File: config.mk
export PLATFORM = sky130hd
export DESIGN_NAME = mgmt_core
export DESIGN_NICKNAME = d
export VERILOG_FILES = /design/src/hdl/mgmt_pkg.sv /design/src/hdl/hk_spi_slave.sv /design/src/hdl/hk_regs.sv /design/src/hdl/core_clocking.sv /design/src/hdl/mgmt_core.sv
export SDC_FILE = /design/constraint.sdc
export NUM_CORES = 1
export LEC_CHECK = 0
export ABC_AREA = 1
export BUFFER_PORTS_ARGS = -buffer_cell sky130_fd_sc_hd__buf_4
export CORE_ASPECT_RATIO = 2
export CORE_MARGIN = 5
export CORE_UTILIZATION = 54
export CTS_BUF_LIST = sky130_fd_sc_hd__clkbuf_16
export CTS_CLUSTER_SIZE = 40
export DETAILED_ROUTE_END_ITERATION = 16
export PLACE_DENSITY = 0.8
export SYNTH_ARGS = -nofsm -noshare
export SYNTH_HDL_FRONTEND = slang
export SYNTH_HIERARCHICAL = 1
export SYNTH_SLANG_ARGS = --single-unit
File: constraint.sdc
create_clock -name clock_i -period 3.2 [get_ports clock_i]
set_clock_uncertainty 0.1 [all_clocks]
set_input_delay 0 -clock clock_i [delete_from_list [all_inputs] [get_ports clock_i]]
set_output_delay 0 -clock clock_i [all_outputs]
set_load 0.01 [all_outputs]
File: src/hdl/mgmt_pkg.sv
// ##############################
// Management core shared package
// Housekeeping SPI command codes, register map, widths and reset values
// ##############################

package mgmt_pkg;

	// Bus and field widths
	localparam int MPRJ_IO_PADS = 16;
	localparam int MASK_REV_W   = 32;
	localparam int PLL_DIV_W    = 5;
	localparam int HK_ADDR_W    = 8;
	localparam int HK_DATA_W    = 8;

	// Pad bit positions on the management data buses
	localparam int PAD_JTAG = 0;
	localparam int PAD_SDO  = 1;
	localparam int PAD_SDI  = 2;
	localparam int PAD_CSB  = 3;
	localparam int PAD_SCK  = 4;

	// First byte of a housekeeping SPI transaction
	localparam logic [HK_DATA_W-1:0] HK_CMD_WRITE = 8'h80;
	localparam logic [HK_DATA_W-1:0] HK_CMD_READ  = 8'h40;

	// Register map, mask revision is read-only with MSB at the lowest address
	localparam logic [HK_ADDR_W-1:0] HK_ADDR_MASK_REV0 = 8'h00;
	localparam logic [HK_ADDR_W-1:0] HK_ADDR_MASK_REV1 = 8'h01;
	localparam logic [HK_ADDR_W-1:0] HK_ADDR_MASK_REV2 = 8'h02;
	localparam logic [HK_ADDR_W-1:0] HK_ADDR_MASK_REV3 = 8'h03;
	localparam logic [HK_ADDR_W-1:0] HK_ADDR_PLL_CTRL  = 8'h04;
	localparam logic [HK_ADDR_W-1:0] HK_ADDR_PLL_DIV   = 8'h05;
	localparam logic [HK_ADDR_W-1:0] HK_ADDR_PLL_SEL   = 8'h06;
	localparam logic [HK_ADDR_W-1:0] HK_ADDR_OVERRIDE  = 8'h07;
	localparam logic [HK_ADDR_W-1:0] HK_ADDR_IRQ       = 8'h08;
	localparam logic [HK_ADDR_W-1:0] HK_ADDR_EXT_RESET = 8'h09;

	// Register reset values, PLL bypass on after reset
	localparam logic [HK_DATA_W-1:0] PLL_CTRL_RST = 8'h04;
	localparam logic [HK_DATA_W-1:0] PLL_DIV_RST  = 8'h02;
	localparam logic [HK_DATA_W-1:0] PLL_SEL_RST  = 8'h00;

	// SPI slave sequencer states
	localparam int HK_ST_W = 2;
	localparam logic [HK_ST_W-1:0] HK_ST_CMD    = 2'd0;
	localparam logic [HK_ST_W-1:0] HK_ST_ADDR   = 2'd1;
	localparam logic [HK_ST_W-1:0] HK_ST_DATA   = 2'd2;
	localparam logic [HK_ST_W-1:0] HK_ST_IGNORE = 2'd3;

endpackage

File: src/hdl/hk_spi_slave.sv
// ##############################
// Housekeeping SPI slave
// Mode 0 byte shifter with command, address and data sequencing
// ##############################
`timescale 1ns/1ps

module hk_spi_slave (
	input  logic                              clock_i,
	input  logic                              arst_n_i,
	input  logic                              hk_connect_i,
	input  logic [mgmt_pkg::MPRJ_IO_PADS-1:0] mgmt_in_data_i,
	input  logic [mgmt_pkg::MPRJ_IO_PADS-1:0] mgmt_out_data_i,
	input  logic [mgmt_pkg::HK_DATA_W-1:0]    reg_rdata_i,
	output logic [mgmt_pkg::HK_ADDR_W-1:0]    reg_addr_o,
	output logic [mgmt_pkg::HK_DATA_W-1:0]    reg_wdata_o,
	output logic                              reg_we_o,
	output logic                              sdo_pre_o,
	output logic                              sdo_enb_o
);
	import mgmt_pkg::*;

	// Raw SPI pins after source selection
	logic spi_sck;
	logic spi_sdi;
	logic spi_csb;

	// Two-flop synchronizers plus SCK edge-detect flop
	logic [1:0] sck_sync;
	logic [1:0] sdi_sync;
	logic [1:0] csb_sync;
	logic       sck_d;
	logic       sck_rise;
	logic       sck_fall;
	logic       sdi_q;
	logic       csb_q;

	// Byte assembly and sequencer state
	logic [$clog2(HK_DATA_W)-1:0] bit_cnt;
	logic [HK_DATA_W-1:0]         rx_sh;
	logic [HK_DATA_W-1:0]         tx_sh;
	logic [HK_ST_W-1:0]           state;
	logic                         byte_done;
	logic                         load_req;
	logic                         is_write;
	logic                         rd_data;

	// Management side drives the slave while hk_connect is set
	assign spi_sck = hk_connect_i ? mgmt_out_data_i[PAD_SCK] : mgmt_in_data_i[PAD_SCK];
	assign spi_sdi = hk_connect_i ? mgmt_out_data_i[PAD_SDI] : mgmt_in_data_i[PAD_SDI];
	assign spi_csb = hk_connect_i ? mgmt_out_data_i[PAD_CSB] : mgmt_in_data_i[PAD_CSB];

	always_ff @(posedge clock_i or negedge arst_n_i) begin
		if (!arst_n_i) begin
			sck_sync <= 2'b00;
			sdi_sync <= 2'b00;
			// CSB comes out of reset deselected
			csb_sync <= 2'b11;
			sck_d    <= 1'b0;
		end else begin
			sck_sync <= {sck_sync[0], spi_sck};
			sdi_sync <= {sdi_sync[0], spi_sdi};
			csb_sync <= {csb_sync[0], spi_csb};
			sck_d    <= sck_sync[1];
		end
	end

	assign sck_rise = sck_sync[1] & ~sck_d;
	assign sck_fall = ~sck_sync[1] & sck_d;
	assign sdi_q    = sdi_sync[1];
	assign csb_q    = csb_sync[1];

	// Receive shifter, sampled on SCK rising edges MSB first
	always_ff @(posedge clock_i) begin
		if (sck_rise && !csb_q) begin
			rx_sh <= {rx_sh[HK_DATA_W-2:0], sdi_q};
		end
	end

	// Sequencer
	always_ff @(posedge clock_i or negedge arst_n_i) begin
		if (!arst_n_i) begin
			state      <= HK_ST_CMD;
			bit_cnt    <= '0;
			byte_done  <= 1'b0;
			load_req   <= 1'b0;
			is_write   <= 1'b0;
			reg_addr_o <= '0;
			tx_sh      <= '0;
		end else if (csb_q) begin
			// Deselect ends the transaction
			state     <= HK_ST_CMD;
			bit_cnt   <= '0;
			byte_done <= 1'b0;
			load_req  <= 1'b0;
		end else begin
			byte_done <= sck_rise && (bit_cnt == ($clog2(HK_DATA_W))'(HK_DATA_W - 1));
			load_req  <= 1'b0;
			if (sck_rise) begin
				bit_cnt <= bit_cnt + 1'b1;
			end

			// Act on a complete byte one cycle after its last edge
			if (byte_done) begin
				case (state)
					HK_ST_CMD: begin
						if (rx_sh == HK_CMD_WRITE) begin
							is_write <= 1'b1;
							state    <= HK_ST_ADDR;
						end else if (rx_sh == HK_CMD_READ) begin
							is_write <= 1'b0;
							state    <= HK_ST_ADDR;
						end else begin
							// Unknown command, drop rest of frame
							state <= HK_ST_IGNORE;
						end
					end
					HK_ST_ADDR: begin
						reg_addr_o <= rx_sh;
						state      <= HK_ST_DATA;
						load_req   <= ~is_write;
					end
					HK_ST_DATA: begin
						// Write strobe uses the old address this cycle
						reg_addr_o <= reg_addr_o + 1'b1;
						load_req   <= ~is_write;
					end
					default: begin
						state <= HK_ST_IGNORE;
					end
				endcase
			end

			// Read data enters after the address settles
			if (load_req) begin
				tx_sh <= reg_rdata_i;
			end else if (sck_fall && (bit_cnt != '0)) begin
				// No shift on the fall after the 8th bit, MSB already waiting
				tx_sh <= {tx_sh[HK_DATA_W-2:0], 1'b0};
			end
		end
	end

	assign rd_data = (state == HK_ST_DATA) && !is_write;

	// Write strobe for each complete data byte
	assign reg_we_o    = byte_done && (state == HK_ST_DATA) && is_write;
	assign reg_wdata_o = rx_sh;

	assign sdo_pre_o = tx_sh[HK_DATA_W-1];
	// Output driver off as soon as CSB is released
	assign sdo_enb_o = spi_csb | ~rd_data;

endmodule

File: src/hdl/hk_regs.sv
// ##############################
// Housekeeping register bank
// PLL levels, irq pulse, core reset and pad override
// ##############################
`timescale 1ns/1ps

module hk_regs (
	input  logic                              clock_i,
	input  logic                              arst_n_i,
	input  logic [mgmt_pkg::HK_ADDR_W-1:0]    reg_addr_i,
	input  logic [mgmt_pkg::HK_DATA_W-1:0]    reg_wdata_i,
	input  logic                              reg_we_i,
	output logic [mgmt_pkg::HK_DATA_W-1:0]    reg_rdata_o,
	input  logic [mgmt_pkg::MASK_REV_W-1:0]   mask_rev_i,
	input  logic                              sdo_pre_i,
	input  logic [mgmt_pkg::MPRJ_IO_PADS-1:0] mgmt_out_data_i,
	output logic                              pll_ena_o,
	output logic                              pll_dco_ena_o,
	output logic                              pll_bypass_o,
	output logic [mgmt_pkg::PLL_DIV_W-1:0]    pll_div_o,
	output logic [2:0]                        pll_sel_o,
	output logic [2:0]                        pll90_sel_o,
	output logic                              irq_o,
	output logic                              ext_reset_o,
	output logic                              sdo_o,
	output logic                              jtag_o
);
	import mgmt_pkg::*;

	// Only the implemented field bits are stored
	logic [2:0]           pll_ctrl_q;
	logic [PLL_DIV_W-1:0] pll_div_q;
	logic [5:0]           pll_sel_q;
	logic [1:0]           ovr_q;
	logic                 ext_reset_q;
	logic                 irq_q;

	always_ff @(posedge clock_i or negedge arst_n_i) begin
		if (!arst_n_i) begin
			pll_ctrl_q  <= PLL_CTRL_RST[2:0];
			pll_div_q   <= PLL_DIV_RST[PLL_DIV_W-1:0];
			pll_sel_q   <= PLL_SEL_RST[5:0];
			ovr_q       <= 2'b00;
			ext_reset_q <= 1'b0;
			irq_q       <= 1'b0;
		end else begin
			// irq is a single-cycle pulse
			irq_q <= 1'b0;
			if (reg_we_i) begin
				case (reg_addr_i)
					HK_ADDR_PLL_CTRL:  pll_ctrl_q  <= reg_wdata_i[2:0];
					HK_ADDR_PLL_DIV:   pll_div_q   <= reg_wdata_i[PLL_DIV_W-1:0];
					HK_ADDR_PLL_SEL:   pll_sel_q   <= reg_wdata_i[5:0];
					HK_ADDR_OVERRIDE:  ovr_q       <= reg_wdata_i[1:0];
					HK_ADDR_IRQ:       irq_q       <= reg_wdata_i[0];
					HK_ADDR_EXT_RESET: ext_reset_q <= reg_wdata_i[0];
					// Read-only and unmapped addresses drop the write
					default: ;
				endcase
			end
		end
	end

	// Read mux, unmapped and IRQ read as zero
	always_comb begin
		reg_rdata_o = '0;
		case (reg_addr_i)
			HK_ADDR_MASK_REV0: reg_rdata_o = mask_rev_i[31:24];
			HK_ADDR_MASK_REV1: reg_rdata_o = mask_rev_i[23:16];
			HK_ADDR_MASK_REV2: reg_rdata_o = mask_rev_i[15:8];
			HK_ADDR_MASK_REV3: reg_rdata_o = mask_rev_i[7:0];
			HK_ADDR_PLL_CTRL:  reg_rdata_o = {5'b0, pll_ctrl_q};
			HK_ADDR_PLL_DIV:   reg_rdata_o = {3'b0, pll_div_q};
			HK_ADDR_PLL_SEL:   reg_rdata_o = {2'b0, pll_sel_q};
			HK_ADDR_OVERRIDE:  reg_rdata_o = {6'b0, ovr_q};
			HK_ADDR_EXT_RESET: reg_rdata_o = {7'b0, ext_reset_q};
			default:           reg_rdata_o = '0;
		endcase
	end

	assign pll_ena_o     = pll_ctrl_q[0];
	assign pll_dco_ena_o = pll_ctrl_q[1];
	assign pll_bypass_o  = pll_ctrl_q[2];
	assign pll_div_o     = pll_div_q;
	assign pll_sel_o     = pll_sel_q[2:0];
	assign pll90_sel_o   = pll_sel_q[5:3];
	assign irq_o         = irq_q;
	assign ext_reset_o   = ext_reset_q;

	// Management data takes over the SDO and JTAG pads when overridden
	assign sdo_o  = ovr_q[0] ? mgmt_out_data_i[PAD_SDO] : sdo_pre_i;
	assign jtag_o = ovr_q[1] ? mgmt_out_data_i[PAD_JTAG] : 1'b0;

endmodule

File: src/hdl/core_clocking.sv
// ##############################
// Core clocking
// Core reset synchronizer and divided user-clock tick
// ##############################
`timescale 1ns/1ps

module core_clocking (
	input  logic                           clock_i,
	input  logic                           arst_n_i,
	input  logic                           ext_reset_i,
	input  logic                           pll_ena_i,
	input  logic                           pll_bypass_i,
	input  logic [mgmt_pkg::PLL_DIV_W-1:0] pll_div_i,
	output logic                           core_rstn_o,
	output logic                           user_tick_o
);
	import mgmt_pkg::*;

	logic [1:0]           rst_sync;
	logic [PLL_DIV_W-1:0] div_cnt;
	logic                 tick_q;

	// Asserted at once by arst_n_i, on the next edge by ext_reset
	always_ff @(posedge clock_i or negedge arst_n_i) begin
		if (!arst_n_i) begin
			rst_sync <= 2'b00;
		end else if (ext_reset_i) begin
			rst_sync <= 2'b00;
		end else begin
			rst_sync <= {rst_sync[0], 1'b1};
		end
	end

	assign core_rstn_o = rst_sync[1];

	// Down-counter gives one tick every pll_div+1 cycles
	always_ff @(posedge clock_i or negedge arst_n_i) begin
		if (!arst_n_i) begin
			div_cnt <= '0;
			tick_q  <= 1'b0;
		end else if (!core_rstn_o || !pll_ena_i || pll_bypass_i) begin
			// Restart the period from a full count
			div_cnt <= pll_div_i;
			tick_q  <= 1'b0;
		end else if (div_cnt == '0) begin
			div_cnt <= pll_div_i;
			tick_q  <= 1'b1;
		end else begin
			div_cnt <= div_cnt - 1'b1;
			tick_q  <= 1'b0;
		end
	end

	// Bypass runs the user side at the full clock rate
	assign user_tick_o = pll_bypass_i | tick_q;

endmodule

File: src/hdl/mgmt_core.sv
// ##############################
// Management core top
// Housekeeping SPI, register bank and clocking
// ##############################
`timescale 1ns/1ps

module mgmt_core (
	input  logic                              clock_i,
	input  logic                              arst_n_i,
	input  logic                              hk_connect_i,
	input  logic [mgmt_pkg::MPRJ_IO_PADS-1:0] mgmt_in_data_i,
	input  logic [mgmt_pkg::MPRJ_IO_PADS-1:0] mgmt_out_data_i,
	input  logic [mgmt_pkg::MASK_REV_W-1:0]   mask_rev_i,
	output logic                              sdo_o,
	output logic                              sdo_enb_o,
	output logic                              jtag_o,
	output logic                              pll_ena_o,
	output logic                              pll_dco_ena_o,
	output logic                              pll_bypass_o,
	output logic [mgmt_pkg::PLL_DIV_W-1:0]    pll_div_o,
	output logic [2:0]                        pll_sel_o,
	output logic [2:0]                        pll90_sel_o,
	output logic                              irq_o,
	output logic                              core_rstn_o,
	output logic                              user_tick_o
);
	import mgmt_pkg::*;

	// Register access from the SPI slave
	logic [HK_ADDR_W-1:0] reg_addr;
	logic [HK_DATA_W-1:0] reg_wdata;
	logic [HK_DATA_W-1:0] reg_rdata;
	logic                 reg_we;
	logic                 sdo_pre;
	logic                 ext_reset;

	hk_spi_slave u_hk_spi_slave (
		.clock_i         (clock_i),
		.arst_n_i        (arst_n_i),
		.hk_connect_i    (hk_connect_i),
		.mgmt_in_data_i  (mgmt_in_data_i),
		.mgmt_out_data_i (mgmt_out_data_i),
		.reg_rdata_i     (reg_rdata),
		.reg_addr_o      (reg_addr),
		.reg_wdata_o     (reg_wdata),
		.reg_we_o        (reg_we),
		.sdo_pre_o       (sdo_pre),
		.sdo_enb_o       (sdo_enb_o)
	);

	hk_regs u_hk_regs (
		.clock_i         (clock_i),
		.arst_n_i        (arst_n_i),
		.reg_addr_i      (reg_addr),
		.reg_wdata_i     (reg_wdata),
		.reg_we_i        (reg_we),
		.reg_rdata_o     (reg_rdata),
		.mask_rev_i      (mask_rev_i),
		.sdo_pre_i       (sdo_pre),
		.mgmt_out_data_i (mgmt_out_data_i),
		.pll_ena_o       (pll_ena_o),
		.pll_dco_ena_o   (pll_dco_ena_o),
		.pll_bypass_o    (pll_bypass_o),
		.pll_div_o       (pll_div_o),
		.pll_sel_o       (pll_sel_o),
		.pll90_sel_o     (pll90_sel_o),
		.irq_o           (irq_o),
		.ext_reset_o     (ext_reset),
		.sdo_o           (sdo_o),
		.jtag_o          (jtag_o)
	);

	// PLL levels stand in for the analog PLL controls
	core_clocking u_core_clocking (
		.clock_i      (clock_i),
		.arst_n_i     (arst_n_i),
		.ext_reset_i  (ext_reset),
		.pll_ena_i    (pll_ena_o),
		.pll_bypass_i (pll_bypass_o),
		.pll_div_i    (pll_div_o),
		.core_rstn_o  (core_rstn_o),
		.user_tick_o  (user_tick_o)
	);

endmodule

# Word level (Yosys, flattened, before mapping)
# Index checks and enable logic that the tools add are counted.
# Widths: inputs -> output; s select.
# op_classes
reduce_logical,31
bitwise_logic,9
add_sub_neg,3
eq_ne,15
mux,29
# op_table
op,n
$pmux 8 s9,1
$eq 8x3->1 const B,4
$eq 8x2->1 const B,2
$eq 8x4->1 const B,2
$mux 8,2
$pmux 8 s2,1
$mux 1,15
$reduce_and 2->1,7
$mux 2,5
$mux 5,2
$reduce_bool 2->1,5
$add 8x1->8 const B,1
$eq 8x1->1 const B,1
$eq 8x7->1 const B,1
$eq 8x8->1 const B,1
$logic_not 8->1,1
$logic_and 1x1->1,6
$mux 3,2
$pmux 2 s3,1
$logic_not 5->1,1
$not 1->1,5
$sub 5x1->5 const B,1
$logic_not 1->1,4
$reduce_and 4->1,1
other kinds (12),15
# totals
out_inout_bits,20
word_cells,108
in_bits,67
register_bits,65

# Depth between registers and ports, before layout
# depth
depth_word,6
mapped_depth,12
mapped_depth_nobuf,11

# Hierarchy
# Netlist, hierarchy kept.
# by_module_without_submodules
module,n_inst,area_each_um2,seq_area_each_um2,cells_per_inst
hk_spi_slave,1,1905.6,1018.5,201
hk_regs,1,1328.8,452.9,192
core_clocking,1,374.1,200.2,42

# Worst setup path after synthesis
# OpenSTA, ideal clock, no wires.
# synth_path
path_kind,reg2reg
start,register u_hk_spi_slave.state[0]
end,register u_hk_regs.pll_sel_q[1]
synth_period_minus_slack_ns,2.188
setup_ns,0.119
path_buffers,1
arrival_ns,1.969
setup_slack_ns,1.012
stages_incl_launch_ff,9
required_time_ns,2.981
cell_sequence,dfrtp_1 inv_1 ha_1 inv_1 nor3_1 nand3_4 buf_6 nand2_1 o21ai_2
# synth_via
elab_chain_cells,4
# synth_rtl
item,line,source
start: declaration,hk_spi_slave.sv:41,logic [HK_ST_W-1:0] state;
start signal: assignment,hk_spi_slave.sv:82,state <= HK_ST_CMD;
start signal: assignment,hk_spi_slave.sv:91,state <= HK_ST_CMD;
start signal: assignment,hk_spi_slave.sv:108,state <= HK_ST_ADDR;
$eq 2x2->1,hk_spi_slave.sv:146,assign reg_we_o = byte_done && (state == HK_ST_DATA) && is_write;
$logic_and 1x1->1 (2 in a row),hk_spi_slave.sv:146,
named net reg_we,mgmt_core.sv:33,logic reg_we;
$reduce_and 2->1 (no source line),-,
end signal: assignment,hk_regs.sv:42,pll_sel_q <= PLL_SEL_RST[5:0];
end signal: assignment,hk_regs.sv:53,HK_ADDR_PLL_SEL: pll_sel_q <= reg_wdata_i[5:0];
end: declaration,hk_regs.sv:33,logic [5:0] pll_sel_q;
# The timed path passes the listed nets, and every way through them passes these cells.
# A chain may end at the register's enable or synchronous reset.

# Worst setup path in the final report
# layout_path
start,register u_hk_spi_slave.state[0]
end,register u_hk_regs.pll_sel_q[5]
# The elaborated chain is that of the path after synthesis.

==> key figures <==
Job
  – Max-Cap Viols: 0

CTS
  – Root buffer cell: clkbuf_16
  – CTS tree: built
  – TritonCTS buffer count: 9
  – CTS clock-pin slew for the worst setup and hold paths: 50 ps
  – Num Clock Sinks: 65
  – Max Buffers Root-to-Sink: 2
  – PostCTS Resize Cnt: 0
  – Setup bufs post-CTS: 0
  – Worst-Skew Late Latency: ~330 ps
  – H-Tree Depth: 3
  – Hold_buf cts: 11

Worst setup path
  – CP most frequent cell: inv_1
  – Worst setup EP type: flip-flop
  – Cell Chain, Critical Path: inv_1 -> ha_1 -> inv_1 -> nor3_1 -> buf_4 -> nand3_4 -> nor2_1 -> a21oi_2
  – CP startpoint kind: flip-flop
  – Crit-path max cell delay: 510 ps
  – Worst r2r src: u_hk_spi_slave/state[0]
  – CP Launch Point: u_hk_spi_slave/state[0]
  – Worst path top cell family by delay: simple AND/OR/NAND/NOR gates
  – Kind of critical path: flip-flop to flip-flop
  – Worst-path maximum fanout: 16
  – Crit path buf inv count: 3
  – CP max-delay cell: ha_1
  – Worst EP arrival: approximately 2500 ps
  – WP data required: around 3300 ps

Routing
  – Antenna-violating nets left: 0
  – Routed wire length: between 8 and 9 mm
  – DRC: 0
  – TritonRoute pass-1 iters: 4
  – DRT iter0 DRCs: 206
  – Vias: between 3000 and 4000
  – Routed WL per cell: around 15 um
  – Drt via density: between 5 and 6

Synth
  – Syn Inst Count: roughly 440
  – Area leader, netlist: dfrtp_1
  – YS warnings: 6
  – Mapped Nets: just over 500
  – Seq/Total Area, Yosys: 0.4632
  – Synth cell types: 38
  – Share of the synthesized area in the top cell type: 0.3675
  – Synth top area cells: dfrtp_1 37%, nand2_1 13%, edfxtp_1 6.7%
  – Synth Register Bits: 65
  – Post-synth design cell area: between 0.003 and 0.004 mm2
  – Syn Area/Cell: just over 8 um2

Floorplanning
  – Placeable Area: around 0.0066 mm2
  – Die height: 125.6 um
  – Starting density of the core: 0.5493
  – Ports: 87
  – # rows: 42
  – Die width: 67.80 um
  – Die Footprint: 0.008516 mm2

STA
  – Final TNS setup: 0 ps
  – Worst-Margin Slew: ~720 ps
  – Final Hold Viols: 0
  – Slew HR: 0.5224
  – Peak Freq: between 400 and 500 MHz
  – Setup violators final: 0
  – Final period util: 0.7305
  – Setup repair after global routing missed its margin: false
  – Crit path time final: between 2000 and 2500 ps
  – Hold Slack: about 3.3 ps
  – Slew Limit Fails: 0

Global routing
  – Pin count of the biggest net entering global routing: between 50 and 60
  – First-pass GRT wire length: about 14 mm
  – Tot GR Track Use: 0.2261
  – Number of global-route vias before repair: between 3000 and 4000
  – Grt ovf: 0
  – Initial antenna violation count: 0

Pwr
  – Power after layout: roughly 2.1 mW
  – Clk pwr share: 0.437
  – PwrDens: ~460 mW/mm2
  – Switching fraction of total power: 0.2316
  – Share of power burned in registers: 0.451
  – Max IR drop VDD: 0.3960 mV
  – NetSw: between 0.4 and 0.5 mW
  – Cell internal pwr: roughly 1.6 mW
  – Leakage: 2.222 nW
  – Comb power frac: 0.111

Placed design
  – RePlAce Congestion: 0.8829
  – Port bufs: 62
  – Post-Place Cell Area: roughly 0.0041 mm2
  – Post-detail-place hpwl: roughly 6.4 mm

Hold path
  – Source of the worst hold timing path: mask_rev_i[24]
  – Hold/Removal Path Class: primary input to flip-flop

Layout
  – Core Util, Final: 0.6851
  – Fraction of layout cells with a size suffix above 1: 0.2587
  – Post-route cell area: approximately 0.0045 mm2
  – Layout area overhead: 24.72%
  – Diode count: 0
  – Layout Nets: between 500 and 600

Status
  – Status: finished clean
[cell usage in the layout (no fill, tap or decap), types with 6 or more instances in the layout]
master	Yosys	routed
nand2_2	7	7
edfxtp_1	8	8
o21ai_2	12	12
nand2_1	122	122
mux2i_1	7	7
ha_1	8	8
inv_2	6	6
buf_4	0	63
o21ai_1	9	9
inv_1	41	43
a21oi_1	9	9
dfrtp_1	53	53
clkbuf_16	0	9
nor2_2	8	8
dlygate4sd3_1	0	11
nor2_1	40	40
o21ai_0	15	15
nand2_4	7	7
nand3_1	43	43
[kinds of logic after synthesis]
kind of cell	after synthesis	share of synthesized area
AO/OA/AOI/OAI	49	0.08425
buffers and inverters	58	0.07732
flip-flops	65	0.4632
AND/OR/NAND/NOR	246	0.3225
adder cells (fa/ha/maj)	8	0.02774
XOR/XNOR	1	0.002428
multiplexers	8	0.02254
[cells in the mapped netlist (all sizes together)]
library cell / instances
mux2: 1
buf: 7
nor4: 1
clkinv: 2
o22ai: 2
o31ai: 1
edfxtp: 8
a21oi: 10
nand4: 4
nor3: 4
dfrtp: 53
nand2: 136
nand3: 46
nor2: 49
ha: 8
dfstp: 4
xnor2: 1
o21ai: 36
or2: 4
inv: 49
mux2i: 7
and2: 1
nand3b: 1
[registers in the layout, summed over array words and instances, names as in the netlist]
| signal | count |
|---|---|
| u_hk_spi_slave/is_write | 1 |
| u_hk_regs/pll_ctrl_q | 3 |
| u_hk_regs/pll_div_o | 5 |
| u_hk_spi_slave/sck_sync | 2 |
| u_hk_regs/ext_reset_o | 1 |
| u_hk_spi_slave/reg_addr_o | 8 |
| u_core_clocking/tick_q | 1 |
| u_hk_regs/ovr_q | 2 |
| u_core_clocking/rst_sync | 2 |
| u_core_clocking/div_cnt | 5 |
| u_hk_spi_slave/csb_sync | 2 |
| u_hk_spi_slave/reg_wdata_o | 8 |
| u_hk_spi_slave/sck_d | 1 |
| u_hk_regs/pll_sel_q | 6 |
| u_hk_regs/irq_o | 1 |
| u_hk_spi_slave/byte_done | 1 |
| u_hk_spi_slave/state | 2 |
| u_hk_spi_slave/sdi_sync | 2 |
| u_hk_spi_slave/tx_sh | 8 |
| u_hk_spi_slave/load_req | 1 |
| u_hk_spi_slave/bit_cnt | 3 |
[metal layers]
metal	track usage	share of wire	wire, um
met3	0.05206	0.060	536
met2	0.3935	0.53	4795
met5	0	0	0
met4	0.1137	0.034	306
met1	0.2456	0.37	3344
[through the flow]
stage	setup slack [ps]	cells
finish	862.3	606
global route	651.2	606
CTS	900.9	606
detailed placement	943.7	579
global placement	946.6	579
floorplan	1012	435
[power by group through the flow]
stage,clock network [mW],logic [mW],registers [mW]
floorplan,0,0.136,0.945
global placement,0,0.211,0.952
detailed placement,0,0.221,0.956
CTS,0.929,0.234,0.943
global route,0.972,0.256,0.948
finish,0.914,0.233,0.943
[path summary, 6_finish.rpt]
check	slack [ps]	cells past startpoint	to
max in group asynchronous	2350	2	u_hk_spi_slave/tx_sh[5]
worst min-delay path	3	5	u_hk_spi_slave/tx_sh[0]
worst max register to register	860	8	u_hk_regs/pll_sel_q[5]
min in group asynchronous	160	2	u_core_clocking/tick_q
worst min register to register	250	0	u_hk_spi_slave/csb_sync[1]
worst max-delay path	860	8	u_hk_regs/pll_sel_q[5]
[layout make-up]
cell class                 instances  area [um2]
inverter                          51       198.9
sequential                        65        1672
clock buffer                       9       225.2
multi-input combinational        312        1658
tap                               88       110.1
timing repair buffer              74       583.1
clock inverter                     7       53.80
fill                             540        2068
[tightest hold or removal path: stages]
cell and delay [ps]:
buf_4 80, nand2_1 40, nand3_1 120, nand3_1 90
nand2_1 60
Note: power is estimated with default switching activity, not from simulation.
